<file path="config.mk">
export PLATFORM = sky130hd
export DESIGN_NAME = tlb
export DESIGN_NICKNAME = d
export VERILOG_FILES = /design/src/tlb_pkg.sv /design/src/tlb.sv /design/src/tlbCam.sv /design/src/tlbCamLine.sv /design/src/tlbPageRam.sv /design/src/tlbTranslate.sv
export VERILOG_INCLUDE_DIRS = /design/src
export SDC_FILE = /design/constraint.sdc
export NUM_CORES = 1
export LEC_CHECK = 0
export ABC_AREA = 0
export BUFFER_PORTS_ARGS = -buffer_cell sky130_fd_sc_hd__buf_2
export CELL_PAD_IN_SITES_DETAIL_PLACEMENT = 0
export CELL_PAD_IN_SITES_GLOBAL_PLACEMENT = 1
export CORE_MARGIN = 4
export CORE_UTILIZATION = 45
export DETAILED_ROUTE_END_ITERATION = 8
export GPL_TIMING_DRIVEN = 0
export PLACE_DENSITY = 0.73
export SYNTH_ARGS = -nofsm -noshare
export SYNTH_HDL_FRONTEND = slang
export SYNTH_SLANG_ARGS = --single-unit
</file>
<file path="constraint.sdc">
create_clock -name clk -period 3.6 [get_ports clk]
set_input_delay 0.54 -clock clk [delete_from_list [all_inputs] [get_ports clk]]
set_output_delay 0.54 -clock clk [all_outputs]
set_load 0.01 [all_outputs]
</file>
<file path="src/tlb_consts.svh">
////////////////////
// Sv39 TLB sizing constants
// Entry count and the virtual and physical page number widths
////////////////////

`ifndef TLB_CONSTS_SVH
`define TLB_CONSTS_SVH

// Number of fully associative entries in the buffer
`define TLB_ENTRIES 8

// Width of one VPN segment, one per page table level
`define TLB_SEG_BITS 9

// Sv39 walks three levels
`define TLB_LEVELS 3

// The lookup key covers all three segments, 27 bits
`define TLB_VPN_BITS (`TLB_LEVELS * `TLB_SEG_BITS)

// Sv39 physical page number width
`define TLB_PPN_BITS 44

`endif

</file>
<file path="src/tlb_pkg.sv">
////////////////////
// Sv39 TLB types
// Page type encoding and the vectors shared by the TLB blocks
////////////////////

`default_nettype none

`include "tlb_consts.svh"

package tlb_pkg;

  // Page size of an entry
  // The unused fourth code behaves like a gigapage everywhere
  typedef enum logic [1:0] {
    kiloPage = 2'd0,
    megaPage = 2'd1,
    gigaPage = 2'd2
  } pageTypeT;

  typedef logic [`TLB_VPN_BITS-1:0] vpnT;
  typedef logic [`TLB_PPN_BITS-1:0] ppnT;

  // One bit per entry, used one-hot for the fill select
  typedef logic [`TLB_ENTRIES-1:0] lineVecT;

endpackage

`default_nettype wire
</file>
<file path="src/tlb.sv">
////////////////////
// Sv39 TLB top level
// Eight-entry fully associative buffer with round-robin fill,
// global flush and a one-cycle registered lookup
////////////////////

`timescale 1ns/1ns
`default_nettype none

`include "tlb_consts.svh"

module tlb import tlb_pkg::*; (
  input  logic     clk,
  input  logic     rstN,
  input  logic     lookupReq,
  input  vpnT      lookupVpn,
  input  logic     fillReq,
  input  vpnT      fillVpn,
  input  pageTypeT fillPageType,
  input  ppnT      fillPpn,
  input  logic     flush,
  output logic     resultValid,
  output logic     hit,
  output ppnT      physPageNum
);

  // CAM results toward the translate stage
  lineVecT                      lineMatch;
  pageTypeT [`TLB_ENTRIES-1:0] linePageType;

  // Victim select shared by the CAM lines and the page RAM
  lineVecT                      fillLines;

  // Stored page numbers of every entry
  ppnT [`TLB_ENTRIES-1:0]      linePpn;

  tlbCam uCam (
    .clk          (clk),
    .rstN         (rstN),
    .lookupVpn    (lookupVpn),
    .fillReq      (fillReq),
    .fillVpn      (fillVpn),
    .fillPageType (fillPageType),
    .flush        (flush),
    .lineMatch    (lineMatch),
    .linePageType (linePageType),
    .fillLines    (fillLines)
  );

  tlbPageRam uPageRam (
    .clk       (clk),
    .rstN      (rstN),
    .fillLines (fillLines),
    .fillPpn   (fillPpn),
    .linePpn   (linePpn)
  );

  tlbTranslate uTranslate (
    .clk          (clk),
    .rstN         (rstN),
    .lookupReq    (lookupReq),
    .lookupVpn    (lookupVpn),
    .lineMatch    (lineMatch),
    .linePageType (linePageType),
    .linePpn      (linePpn),
    .resultValid  (resultValid),
    .hit          (hit),
    .physPageNum  (physPageNum)
  );

endmodule

`default_nettype wire

</file>
<file path="src/tlbCam.sv">
////////////////////
// TLB CAM array
// Eight associative lines plus the round-robin victim pointer
// that picks which line a fill overwrites
////////////////////

`timescale 1ns/1ns
`default_nettype none

`include "tlb_consts.svh"

module tlbCam import tlb_pkg::*; (
  input  logic                         clk,
  input  logic                         rstN,
  input  vpnT                          lookupVpn,
  input  logic                         fillReq,
  input  vpnT                          fillVpn,
  input  pageTypeT                     fillPageType,
  input  logic                         flush,
  output lineVecT                      lineMatch,
  output pageTypeT [`TLB_ENTRIES-1:0] linePageType,
  output lineVecT                      fillLines
);

  localparam int PtrBits = $clog2(`TLB_ENTRIES);

  logic [PtrBits-1:0] victimPtr;

  ////////////////////
  // Victim selection
  ////////////////////

  // The pointer steps once per fill and wraps on its own since the
  // entry count is a power of two
  // A flush leaves it where it is
  always_ff @(posedge clk or negedge rstN) begin
    if (!rstN) begin
      victimPtr <= '0;
    end else if (fillReq) begin
      victimPtr <= victimPtr + 1'b1;
    end
  end

  // One-hot write select, shared with the page RAM so both halves
  // of the entry land in the same slot
  assign fillLines = fillReq ? (lineVecT'(1) << victimPtr) : '0;

  ////////////////////
  // Lines
  ////////////////////

  for (genvar i = 0; i < `TLB_ENTRIES; i++) begin : genLine
    tlbCamLine uLine (
      .clk           (clk),
      .rstN          (rstN),
      .lookupVpn     (lookupVpn),
      .lineWrite     (fillLines[i]),
      .writeVpn      (fillVpn),
      .writePageType (fillPageType),
      .flush         (flush),
      .pageType      (linePageType[i]),
      .match         (lineMatch[i])
    );
  end

endmodule

`default_nettype wire

</file>
<file path="src/tlbCamLine.sv">
////////////////////
// TLB CAM line
// Holds one key, its page type and a valid bit, and reports a match
// with the lower segments masked according to the page size
////////////////////

`timescale 1ns/1ns
`default_nettype none

`include "tlb_consts.svh"

module tlbCamLine import tlb_pkg::*; (
  input  logic     clk,
  input  logic     rstN,
  input  vpnT      lookupVpn,
  input  logic     lineWrite,
  input  vpnT      writeVpn,
  input  pageTypeT writePageType,
  input  logic     flush,
  output pageTypeT pageType,
  output logic     match
);

  logic valid;
  vpnT  key;

  // Stored key and query split into their three segments
  logic [`TLB_SEG_BITS-1:0] keySeg0, keySeg1, keySeg2;
  logic [`TLB_SEG_BITS-1:0] qrySeg0, qrySeg1, qrySeg2;

  assign {keySeg2, keySeg1, keySeg0} = key;
  assign {qrySeg2, qrySeg1, qrySeg0} = lookupVpn;

  ////////////////////
  // Masked compare
  ////////////////////

  // The top segment always takes part in the compare
  // Segment 1 is a don't-care for gigapages, segment 0 for anything above a kilopage
  assign match = valid
               && (qrySeg2 == keySeg2)
               && ((qrySeg1 == keySeg1) || (pageType != kiloPage && pageType != megaPage))
               && ((qrySeg0 == keySeg0) || (pageType != kiloPage));

  ////////////////////
  // Entry state
  ////////////////////

  // Flush beats a write on the valid bit, but the write still lands its type
  always_ff @(posedge clk or negedge rstN) begin
    if (!rstN) begin
      valid    <= 1'b0;
      pageType <= kiloPage;
    end else begin
      if (flush) begin
        valid <= 1'b0;
      end else if (lineWrite) begin
        valid <= 1'b1;
      end
      if (lineWrite) begin
        pageType <= writePageType;
      end
    end
  end

  // Key is only meaningful while valid is set
  always_ff @(posedge clk) begin
    if (lineWrite) begin
      key <= writeVpn;
    end
  end

endmodule

`default_nettype wire

</file>
<file path="src/tlbPageRam.sv">
////////////////////
// TLB page number storage
// One physical page number register per entry, written by the
// same one-hot select that writes the CAM line
////////////////////

`timescale 1ns/1ns
`default_nettype none

`include "tlb_consts.svh"

module tlbPageRam import tlb_pkg::*; (
  input  logic                    clk,
  input  logic                    rstN,
  input  lineVecT                 fillLines,
  input  ppnT                     fillPpn,
  output ppnT [`TLB_ENTRIES-1:0] linePpn
);

  // All entries are visible at once so the translate stage can
  // select by match without an address decode
  always_ff @(posedge clk or negedge rstN) begin
    if (!rstN) begin
      linePpn <= '0;
    end else begin
      // At most one bit of fillLines is set
      for (int i = 0; i < `TLB_ENTRIES; i++) begin
        if (fillLines[i]) begin
          linePpn[i] <= fillPpn;
        end
      end
    end
  end

  // The valid state lives in the CAM
  // A flushed entry keeps its stale number here, masked by its missing match

endmodule

`default_nettype wire

</file>
<file path="src/tlbTranslate.sv">
////////////////////
// TLB translate stage
// Picks the matching entry, merges superpage offsets from the lookup
// VPN and registers hit and physical page number
////////////////////

`timescale 1ns/1ns
`default_nettype none

`include "tlb_consts.svh"

module tlbTranslate import tlb_pkg::*; (
  input  logic                         clk,
  input  logic                         rstN,
  input  logic                         lookupReq,
  input  vpnT                          lookupVpn,
  input  lineVecT                      lineMatch,
  input  pageTypeT [`TLB_ENTRIES-1:0] linePageType,
  input  ppnT [`TLB_ENTRIES-1:0]      linePpn,
  output logic                         resultValid,
  output logic                         hit,
  output ppnT                          physPageNum
);

  logic     selHit;
  pageTypeT selType;
  ppnT      selPpn;
  ppnT      mergedPpn;

  ////////////////////
  // Select and merge
  ////////////////////

  // Scan from the top so the lowest matching index is the one that sticks
  // With no match the number stays zero, which is the miss value
  always_comb begin
    selHit  = 1'b0;
    selType = kiloPage;
    selPpn  = '0;
    for (int i = `TLB_ENTRIES - 1; i >= 0; i--) begin
      if (lineMatch[i]) begin
        selHit  = 1'b1;
        selType = linePageType[i];
        selPpn  = linePpn[i];
      end
    end
  end

  // Superpages take their low segments straight from the virtual address
  always_comb begin
    mergedPpn = selPpn;
    if (selType != kiloPage) begin
      mergedPpn[`TLB_SEG_BITS-1:0] = lookupVpn[`TLB_SEG_BITS-1:0];
    end
    if (selType != kiloPage && selType != megaPage) begin
      mergedPpn[2*`TLB_SEG_BITS-1:`TLB_SEG_BITS] = lookupVpn[2*`TLB_SEG_BITS-1:`TLB_SEG_BITS];
    end
  end

  ////////////////////
  // Result register
  ////////////////////

  // Hit is qualified by the request so it never shows without resultValid
  always_ff @(posedge clk or negedge rstN) begin
    if (!rstN) begin
      resultValid <= 1'b0;
      hit         <= 1'b0;
    end else begin
      resultValid <= lookupReq;
      hit         <= lookupReq && selHit;
    end
  end

  // The number only moves on a request and holds in between
  always_ff @(posedge clk) begin
    if (lookupReq) begin
      physPageNum <= mergedPpn;
    end
  end

endmodule

`default_nettype wire

</file>
==> implementation parameters, run 1 <==
Parameter                              Value

Run status
  Status ... completed

Routing
  Detailed-route vias per instance ... roughly 5.7
  Via total after detailed routing ... 19400
  Total length of routed wires ... roughly 84 mm
  Number of nets with antenna violations after routing ... 0
  Remaining design rule violation count ... 0
  Count of routing violations after the opening detailed-route iteration ... 1850
  DR pass1 iterations ... 5
  Wire length per cell ... about 25 um

Place
  Dpl hpwl ... between 50 and 60 mm
  Count of buffers from port buffering ... about 120
  Placed instance area ... 30000 um^2
  GPL Wtd Cong ... between 0.8 and 0.9

STA
  Clock skew after layout ... ~34 ps
  Tightest slew margin relative to the limit ... 35.9%
  Accumulated negative setup slack ... 0 ps
  Final worst-path cycle share ... 97.4%
  Final setup vio count ... 0
  Max frequency ... roughly 0.29 GHz
  Setup repair after global routing missed its margin ... no
  Final Hold Viols ... 0
  Max-slew violations ... 0
  Slew at the pin closest to its max-slew limit ... a little under 1000 ps
  Final min period ... ~3500 ps

Die
  Number of placement rows ... between 90 and 100
  Width of the chip ... around 260 um
  Overall die area ... 66500 um^2
  Height of the chip ... roughly 260 um
  Starting density of the core ... 45.5%
  Count of pins on the block boundary ... around 150
  Floorplan core area ... 61700 um^2

Critical path
  Register-to-register path setup slack ... slightly above 90 ps
  Worst-path cell chain ... xor2_1 -> nor3_1 -> nand4_1 -> buf_4 -> a221o_1 -> clkbuf_4 -> o311a_1 -> o311a_1 -> a2111oi_2 -> or3_4 -> buf_6 -> mux2_4
  Gate family responsible for the most delay along the worst path ... compound AO/OA/AOI/OAI gates
  Signal arrival time at the worst endpoint ... 3860 ps
  Dominant cell type by count on the critical path ... sky130_fd_sc_hd__o311a_1
  Data required time of the worst path ... ~4000 ps
  Crit path largest cell delay ... ~380 ps
  Critical Path Sink Type ... register
  Slowest-stage cell, CP ... sky130_fd_sc_hd__edfxtp_1
  Path type of the worst setup path ... register to register
  CP max FO ... 10
  WP buf/inv ... 3
  Startpoint types ... register

CTS
  # clock sinks ... 641
  Clock root buffer ... sky130_fd_sc_hd__clkbuf_16
  Clock input transition at the sequential cells of the worst setup and hold paths ... about 60 ps
  Maximum level of the CTS H-tree ... 3
  CTS Buffer Depth ... 3
  Clock buffer count from CTS ... just over 70
  Latest clock arrival within the worst-skew pair ... 620 ps
  CTS tree ... yes

Yosys
  Cell taking the most area after synthesis ... sky130_fd_sc_hd__dfrtp_1
  Number of distinct standard cells referenced by the synthesized netlist ... 69
  Number of warnings reported in the yosys synthesis log ... 0
  Seq cells post-synth ... ~640
  EDFF count, synth ... 260
  Cell count after synthesis ... around 2300
  Area fraction of the dominant cell type after synthesis ... between 30% and 40%
  Main area contributors after synthesis ... sky130_fd_sc_hd__dfrtp_1 (34%), sky130_fd_sc_hd__edfxtp_1 (28%), sky130_fd_sc_hd__mux2_2 (9.1%)
  Ys flop type ... sky130_fd_sc_hd__dfrtp_1
  Sequential element share of the synthesized area ... between 60% and 70%
  Synthesized area per cell ... about 12 um^2
  Net count after synthesis ... roughly 2400
  Cell area after technology mapping ... about 28000 um^2
  Async S/R FF share, synth ... 59.4%

Finish
  Core utilization of the finished layout ... 53.1%
  Layout cells sized above 1 ... approximately a quarter
  Count of nets after finishing ... 2632
  Cell area after layout ... between 30000 and 40000 um^2
  Synthesis-to-finish area growth ... 16.7%
  Fill count ... around 5300

GRT
  Number of antenna violations at the first check in global routing ... 6
  Global route overflow ... 0
  Number of global-route vias before repair ... 19800
  Largest net degree at the start of global routing ... ~130
  Global-route wire length before repair ... roughly 130 mm
  Total global routing track utilization ... ~25%

Worst hold path
  Worst min path class ... input port to register

Job
  Max-cap viol count ... 0

Pwr
  Power per cell area ... around 700 nW/um^2
  Leakage ... approximately 13 nW
  Maximum vdd ir drop ... roughly 0.00038 V
[path summary, 6_finish.rpt]
check                                                   startpoint                                             to  cells after the start
max                        uCam.genLine[5].uLine.key[14]$_DFFE_PP_            uTranslate.physPageNum[7]$_DFFE_PP_                     12
max reg2reg                uCam.genLine[5].uLine.key[14]$_DFFE_PP_            uTranslate.physPageNum[7]$_DFFE_PP_                     12
max in group asynchronous                                     rstN  uCam.genLine[0].uLine.pageType[0]$_DFFE_PN0P_                      4
min in group asynchronous                                     rstN               uTranslate.resultValid$_DFF_PN0_                      2
min                                                    fillPpn[15]               uPageRam.linePpn[59]$_DFFE_PN0P_                      3
min reg2reg                       uPageRam.linePpn[55]$_DFFE_PN0P_               uPageRam.linePpn[55]$_DFFE_PN0P_                      2
[synth_stat cells (16+ instances only)]
cell and instances:
sky130_fd_sc_hd__nand2_1 513, sky130_fd_sc_hd__dfrtp_1 381, sky130_fd_sc_hd__edfxtp_1 260, sky130_fd_sc_hd__mux2_2 228
sky130_fd_sc_hd__xor2_1 124, sky130_fd_sc_hd__clkbuf_1 96, sky130_fd_sc_hd__xnor2_1 93, sky130_fd_sc_hd__o21ai_0 66
sky130_fd_sc_hd__a21oi_1 54, sky130_fd_sc_hd__nor2_1 48, sky130_fd_sc_hd__inv_1 28, sky130_fd_sc_hd__a221oi_1 24
sky130_fd_sc_hd__nor3_1 23, sky130_fd_sc_hd__nor4_1 23, sky130_fd_sc_hd__nand4_1 22, sky130_fd_sc_hd__buf_2 19
sky130_fd_sc_hd__a211oi_1 17, sky130_fd_sc_hd__a221o_1 17, sky130_fd_sc_hd__a22oi_1 16, sky130_fd_sc_hd__nor3b_1 16
[what timing repair did]
item,4_1_cts,5_1_grt
hold buffers,1,0
hold endpoints to repair,78,0
setup buffers,11,4
pin swaps,5,5
setup endpoints to repair,45,34
resized for setup,65,28
[cell families (layout without fill, tap and decap cells)]
kind of cell | count (synthesis) | count (layout) | synth area share (%)
other | 0 | 4 | 0
multiplexers | 244 | 244 | 9.87
buffers and inverters | 176 | 452 | 2.76
XOR/XNOR | 217 | 217 | 6.76
flip-flops | 641 | 641 | 61.7
adder cells (fa/ha/maj) | 6 | 6 | 0.267
AO/OA/AOI/OAI | 329 | 329 | 8.30
AND/OR/NAND/NOR | 688 | 688 | 10.3
[layout make-up]
| class | count | area (um^2) | share of cell area (%) |
|---|---|---|---|
| diodes | 4 | 10.0 | 0.0305 |
| plain buffers | 144 | 734 | 2.24 |
| clock buffers | 101 | 2050 | 6.24 |
| clock inverters | 28 | 260 | 0.794 |
| inverters | 30 | 113 | 0.343 |
| multi-input cells | 1484 | 10200 | 31.1 |
| flip-flops and latches | 641 | 17300 | 52.9 |
| well taps | 837 | 1050 | 3.19 |
| repair buffers | 149 | 1040 | 3.16 |
[stage by stage]
step                      setup slack [ps]  cells  power, mW  hold WS, ps
final                                 91.9   3418       22.9          218
after global routing                  1.28   3416       24.0          210
after CTS                             4.95   3410       23.0          187
after detailed placement             -1950   3271       15.7          457
after global placement               -5610   3260       15.3          452
after floorplan                        199   2301       14.1          244
[tightest hold or removal path: cells and delay by family]
kind                   cells  cell delay [ps]
buffers and inverters      1              150
AND/OR/NAND/NOR            2              100
[flip-flops by register name (all words and copies together), names as in the netlist]
name	cells
uCam.genLine.uLine.key	216
uCam.genLine.uLine.pageType	16
uCam.victimPtr	3
uTranslate.physPageNum	44
uPageRam.linePpn	352
uTranslate.hit	1
uCam.genLine.uLine.valid	8
uTranslate.resultValid	1
[metal layers]
| metal | share of wire [%] | GRT usage [%] | vias up |
|---|---|---|---|
| li1 | - | - | 8599 |
| met1 | 43 | 34.8 | 9870 |
| met2 | 47 | 40.7 | 723 |
| met3 | 6.5 | 4.31 | 160 |
| met4 | 3.2 | 8.50 | 4 |
| met5 | 0.032 | 0 | - |
[report_power, final]
group	internal [mW]	switching, mW
sequential	10.1	1.23
clock	4.26	2.95
combinational	2.06	2.33
total	16.4	6.51
[layout by cell type (no fill, tap or decap), types with 62 or more instances in the layout]
| cell | instances |
|---|---|
| sky130_fd_sc_hd__buf_2 | 140 |
| sky130_fd_sc_hd__clkbuf_1 | 74 |
| sky130_fd_sc_hd__clkbuf_16 | 76 |
| sky130_fd_sc_hd__dfrtp_1 | 381 |
| sky130_fd_sc_hd__edfxtp_1 | 260 |
| sky130_fd_sc_hd__mux2_2 | 228 |
| sky130_fd_sc_hd__nand2_1 | 512 |
| sky130_fd_sc_hd__o21ai_0 | 62 |
| sky130_fd_sc_hd__xnor2_1 | 93 |
| sky130_fd_sc_hd__xor2_1 | 124 |
Note: power is estimated with default switching activity, not from simulation.
==> run 2: changes to the inputs <==
Settings changed: PLACE_DENSITY 0.73 to 0.7, SYNTH_HIERARCHICAL set to 1.
==> run 2 against run 1 <==
Sequential share of layout area decreased by 1.5 points. Critical path depth decreased by 2. Synthesized area increased by 3.5%. Global-route usage decreased by 3.3 points. Critical endpoint is now uTranslate/physPageNum[3]$_DFFE_PP_. Highest routed layer unchanged.
==> implementation parameters, run 2 <==
Parameter                              Value

Critical path
  Startpoint types ... register
  CP startpoint ... uCam/genLine[2].uLine/key[8]$_DFFE_PP_
  Data required time of the worst path ... ~4000 ps
  Worst-path cell chain ... xor2_1 -> nor4_2 -> a41o_1 -> a41oi_1 -> nor2_1 -> buf_2 -> inv_1 -> o21a_1 -> a222oi_1 -> mux2i_1
  Critical Path Sink Type ... register
  Critical R2R Launch ... uCam/genLine[2].uLine/key[8]$_DFFE_PP_
  WP buf/inv ... 2
  Crit path largest cell delay ... 500 ps
  Slowest-stage cell, CP ... sky130_fd_sc_hd__a222oi_1
  CP max FO ... 13
  Gate family responsible for the most delay along the worst path ... compound AO/OA/AOI/OAI gates
  Signal arrival time at the worst endpoint ... about 3900 ps
  Path type of the worst setup path ... register to register

Finish
  Largest registers in the final layout ... uPageRam/linePpn (352), uCam/genLine.uLine/key (216), uTranslate/physPageNum (44)
  Synthesis-to-finish area growth ... 15.9%
  Cell area after layout ... between 30000 and 40000 um^2
  Largest register by flop count ... uPageRam/linePpn
  Flip-flop count of the largest register, all copies and words added ... between 300 and 400
  Most frequent standard cell in the layout excluding fill and tap cells ... sky130_fd_sc_hd__dfrtp_1
  Top library cells by usage in the layout, fill and taps aside ... sky130_fd_sc_hd__dfrtp_1 (381), sky130_fd_sc_hd__mux2_4 (320), sky130_fd_sc_hd__edfxtp_1 (260)
  Layout cells sized above 1 ... about 36%
  Count of nets after finishing ... roughly 2200

CTS
  Clock root buffer ... sky130_fd_sc_hd__clkbuf_16
  Latest clock arrival within the worst-skew pair ... 610 ps
  CTS Buffer Depth ... 3
  Clock buffer count from CTS ... 70
  CTS tree ... yes
  # clock sinks ... between 600 and 700
  Clock input transition at the sequential cells of the worst setup and hold paths ... 60 ps
  Maximum level of the CTS H-tree ... 3

Routing
  Wire length per cell ... 25.9 um
  Number of nets with antenna violations after routing ... 0
  Remaining design rule violation count ... 0
  DR pass1 iterations ... 5
  Via total after detailed routing ... approximately 17000
  Detailed-route vias per instance ... 5.64
  Total length of routed wires ... 76.7 mm
  Count of routing violations after the opening detailed-route iteration ... 1312

Place
  Count of buffers from port buffering ... 150
  Dpl hpwl ... ~50 mm
  GPL Wtd Cong ... about 0.81
  Placed instance area ... 31100 um^2

STA
  Hold WS ... between 200 and 250 ps
  Final setup vio count ... 0
  Tightest slew margin relative to the limit ... between 10 and 15%
  Max frequency ... 0.279 GHz
  Setup repair after global routing missed its margin ... yes
  Final min period ... 3580 ps
  Clock skew after layout ... 16.6 ps
  Max-slew violations ... 0
  Slew at the pin closest to its max-slew limit ... ~1300 ps
  Final worst-path cycle share ... 99.5%
  Final Hold Viols ... 0

Pwr
  Leakage ... 13.6 nW
  Power per cell area ... 729 nW/um^2
  Maximum vdd ir drop ... around 0.00048 V

Yosys
  Net count after synthesis ... 1938
  Cell taking the most area after synthesis ... sky130_fd_sc_hd__dfrtp_1
  Sequential element share of the synthesized area ... 59.6%
  Async S/R FF share, synth ... 59.4%
  Synthesized area per cell ... around 16 um^2
  Number of distinct standard cells referenced by the synthesized netlist ... 51
  Area fraction of the dominant cell type after synthesis ... about a third
  Cell area after technology mapping ... between 20000 and 30000 um^2
  Number of warnings reported in the yosys synthesis log ... 6
  Seq cells post-synth ... 641
  Cell count after synthesis ... 1827
  EDFF count, synth ... 260
  Ys flop type ... sky130_fd_sc_hd__dfrtp_1
  Most used standard cells in the synthesized netlist ... sky130_fd_sc_hd__dfrtp_1 (381), sky130_fd_sc_hd__mux2_4 (320), sky130_fd_sc_hd__edfxtp_1 (260)
  Main area contributors after synthesis ... sky130_fd_sc_hd__dfrtp_1 (33%), sky130_fd_sc_hd__edfxtp_1 (27%), sky130_fd_sc_hd__mux2_4 (17%)
  Count leader, synth ... sky130_fd_sc_hd__dfrtp_1

Die
  Width of the chip ... 262 um
  Starting density of the core ... 45.8%
  Number of placement rows ... 92
  Height of the chip ... about 260 um
  Floorplan core area ... approximately 64000 um^2
  Overall die area ... ~69000 um^2
  Count of pins on the block boundary ... between 150 and 200

Job
  Max-cap viol count ... 0

GRT
  Total global routing track utilization ... between 20% and 30%
  Largest net degree at the start of global routing ... 111
  Global-route wire length before repair ... ~120 mm
  Number of antenna violations at the first check in global routing ... 8
  Global route overflow ... 0
  Number of global-route vias before repair ... roughly 18000

Worst hold path
  Hold_sp ... fillVpn[21]
  Worst min path class ... input port to register

Run status
  Status ... completed
## run 2: worst paths after layout
check | to | slack [ps] | depth (start not counted)
max in group asynchronous | uPageRam/linePpn[20]$_DFFE_PN0P_ | 1650 | 4
max | uTranslate/physPageNum[3]$_DFFE_PP_ | 20 | 10
min | uCam/genLine[4].uLine/key[21]$_DFFE_PP_ | 200 | 1
min reg2reg | uCam/genLine[1].uLine/valid$_DFFE_PN0P_ | 500 | 2
min in group asynchronous | uTranslate/resultValid$_DFF_PN0_ | 520 | 2
max reg2reg | uTranslate/physPageNum[3]$_DFFE_PP_ | 20 | 10
## run 2: worst register-to-register path: stages, from the launching register on
cell and delay, ps:
sky130_fd_sc_hd__edfxtp_1 370, sky130_fd_sc_hd__xor2_1 180, sky130_fd_sc_hd__nor4_2 430, sky130_fd_sc_hd__a41o_1 330
sky130_fd_sc_hd__a41oi_1 140, sky130_fd_sc_hd__nor2_1 110, sky130_fd_sc_hd__buf_2 270, sky130_fd_sc_hd__inv_1 360
sky130_fd_sc_hd__o21a_1 300, sky130_fd_sc_hd__a222oi_1 500, sky130_fd_sc_hd__mux2i_1 280
## run 2: report_power, final
part	switching [mW]	internal [mW]	leakage (nW)
combinational	2.13	3.74	5.42
sequential	1.45	10.2	7.00
clock	2.99	4.12	1.13
## run 2: kinds of logic after synthesis
kind of cell / count (synthesis) / share of synthesized area [%]
flops: 641 / 59.6
xor+xnor: 217 / 6.53
fa+ha+maj: 6 / 0.258
compound gates: 267 / 7.12
mux: 386 / 19.0
simple gates: 184 / 3.73
buf+inv: 126 / 3.74
## run 2: per-layer routing
metal | global-route usage (%) | routed length, um | vias to the layer above
met5 | 0 | 42 | -
met4 | 5.56 | 1680 | 6
met3 | 3.72 | 4260 | 117
met2 | 35.1 | 36000 | 507
met1 | 31.2 | 34800 | 8749
li1 | - | - | 7327
## run 2: stage by stage
stage	worst slack, ps	utilization, %	setup TNS (ps)	std cells	power [mW]
final	16.4	53.1	0	2962	24.6
after global placement	-5510	48.6	-2181620	2823	17.1
after floorplan	702	-	0	1827	15.9
after CTS	-37.7	52.9	-40.5	2960	24.8
after global routing	-32.0	53.1	-64.4	2960	25.7
after detailed placement	-1620	48.9	-49050	2828	17.5
## run 2: area by class of cell
class	instances	area, um^2
inverters	26	98.8
fillers	5246	29800
clock inverters	33	289
plain buffers	98	1110
diodes	3	7.51
repair buffers	158	923
well taps	846	1060
clock buffers	97	1990
flip-flops and latches	641	17300
multi-input cells	1060	10900
## run 2: timing repair
action | 4_1_cts | 5_1_grt
hold buffers | 1 | 0
hold endpoints to repair | 75 | 0
setup buffers | 1 | 1
gates resized for setup | 85 | 37
endpoints found under the setup margin | 45 | 32
pin swaps | 4 | 9
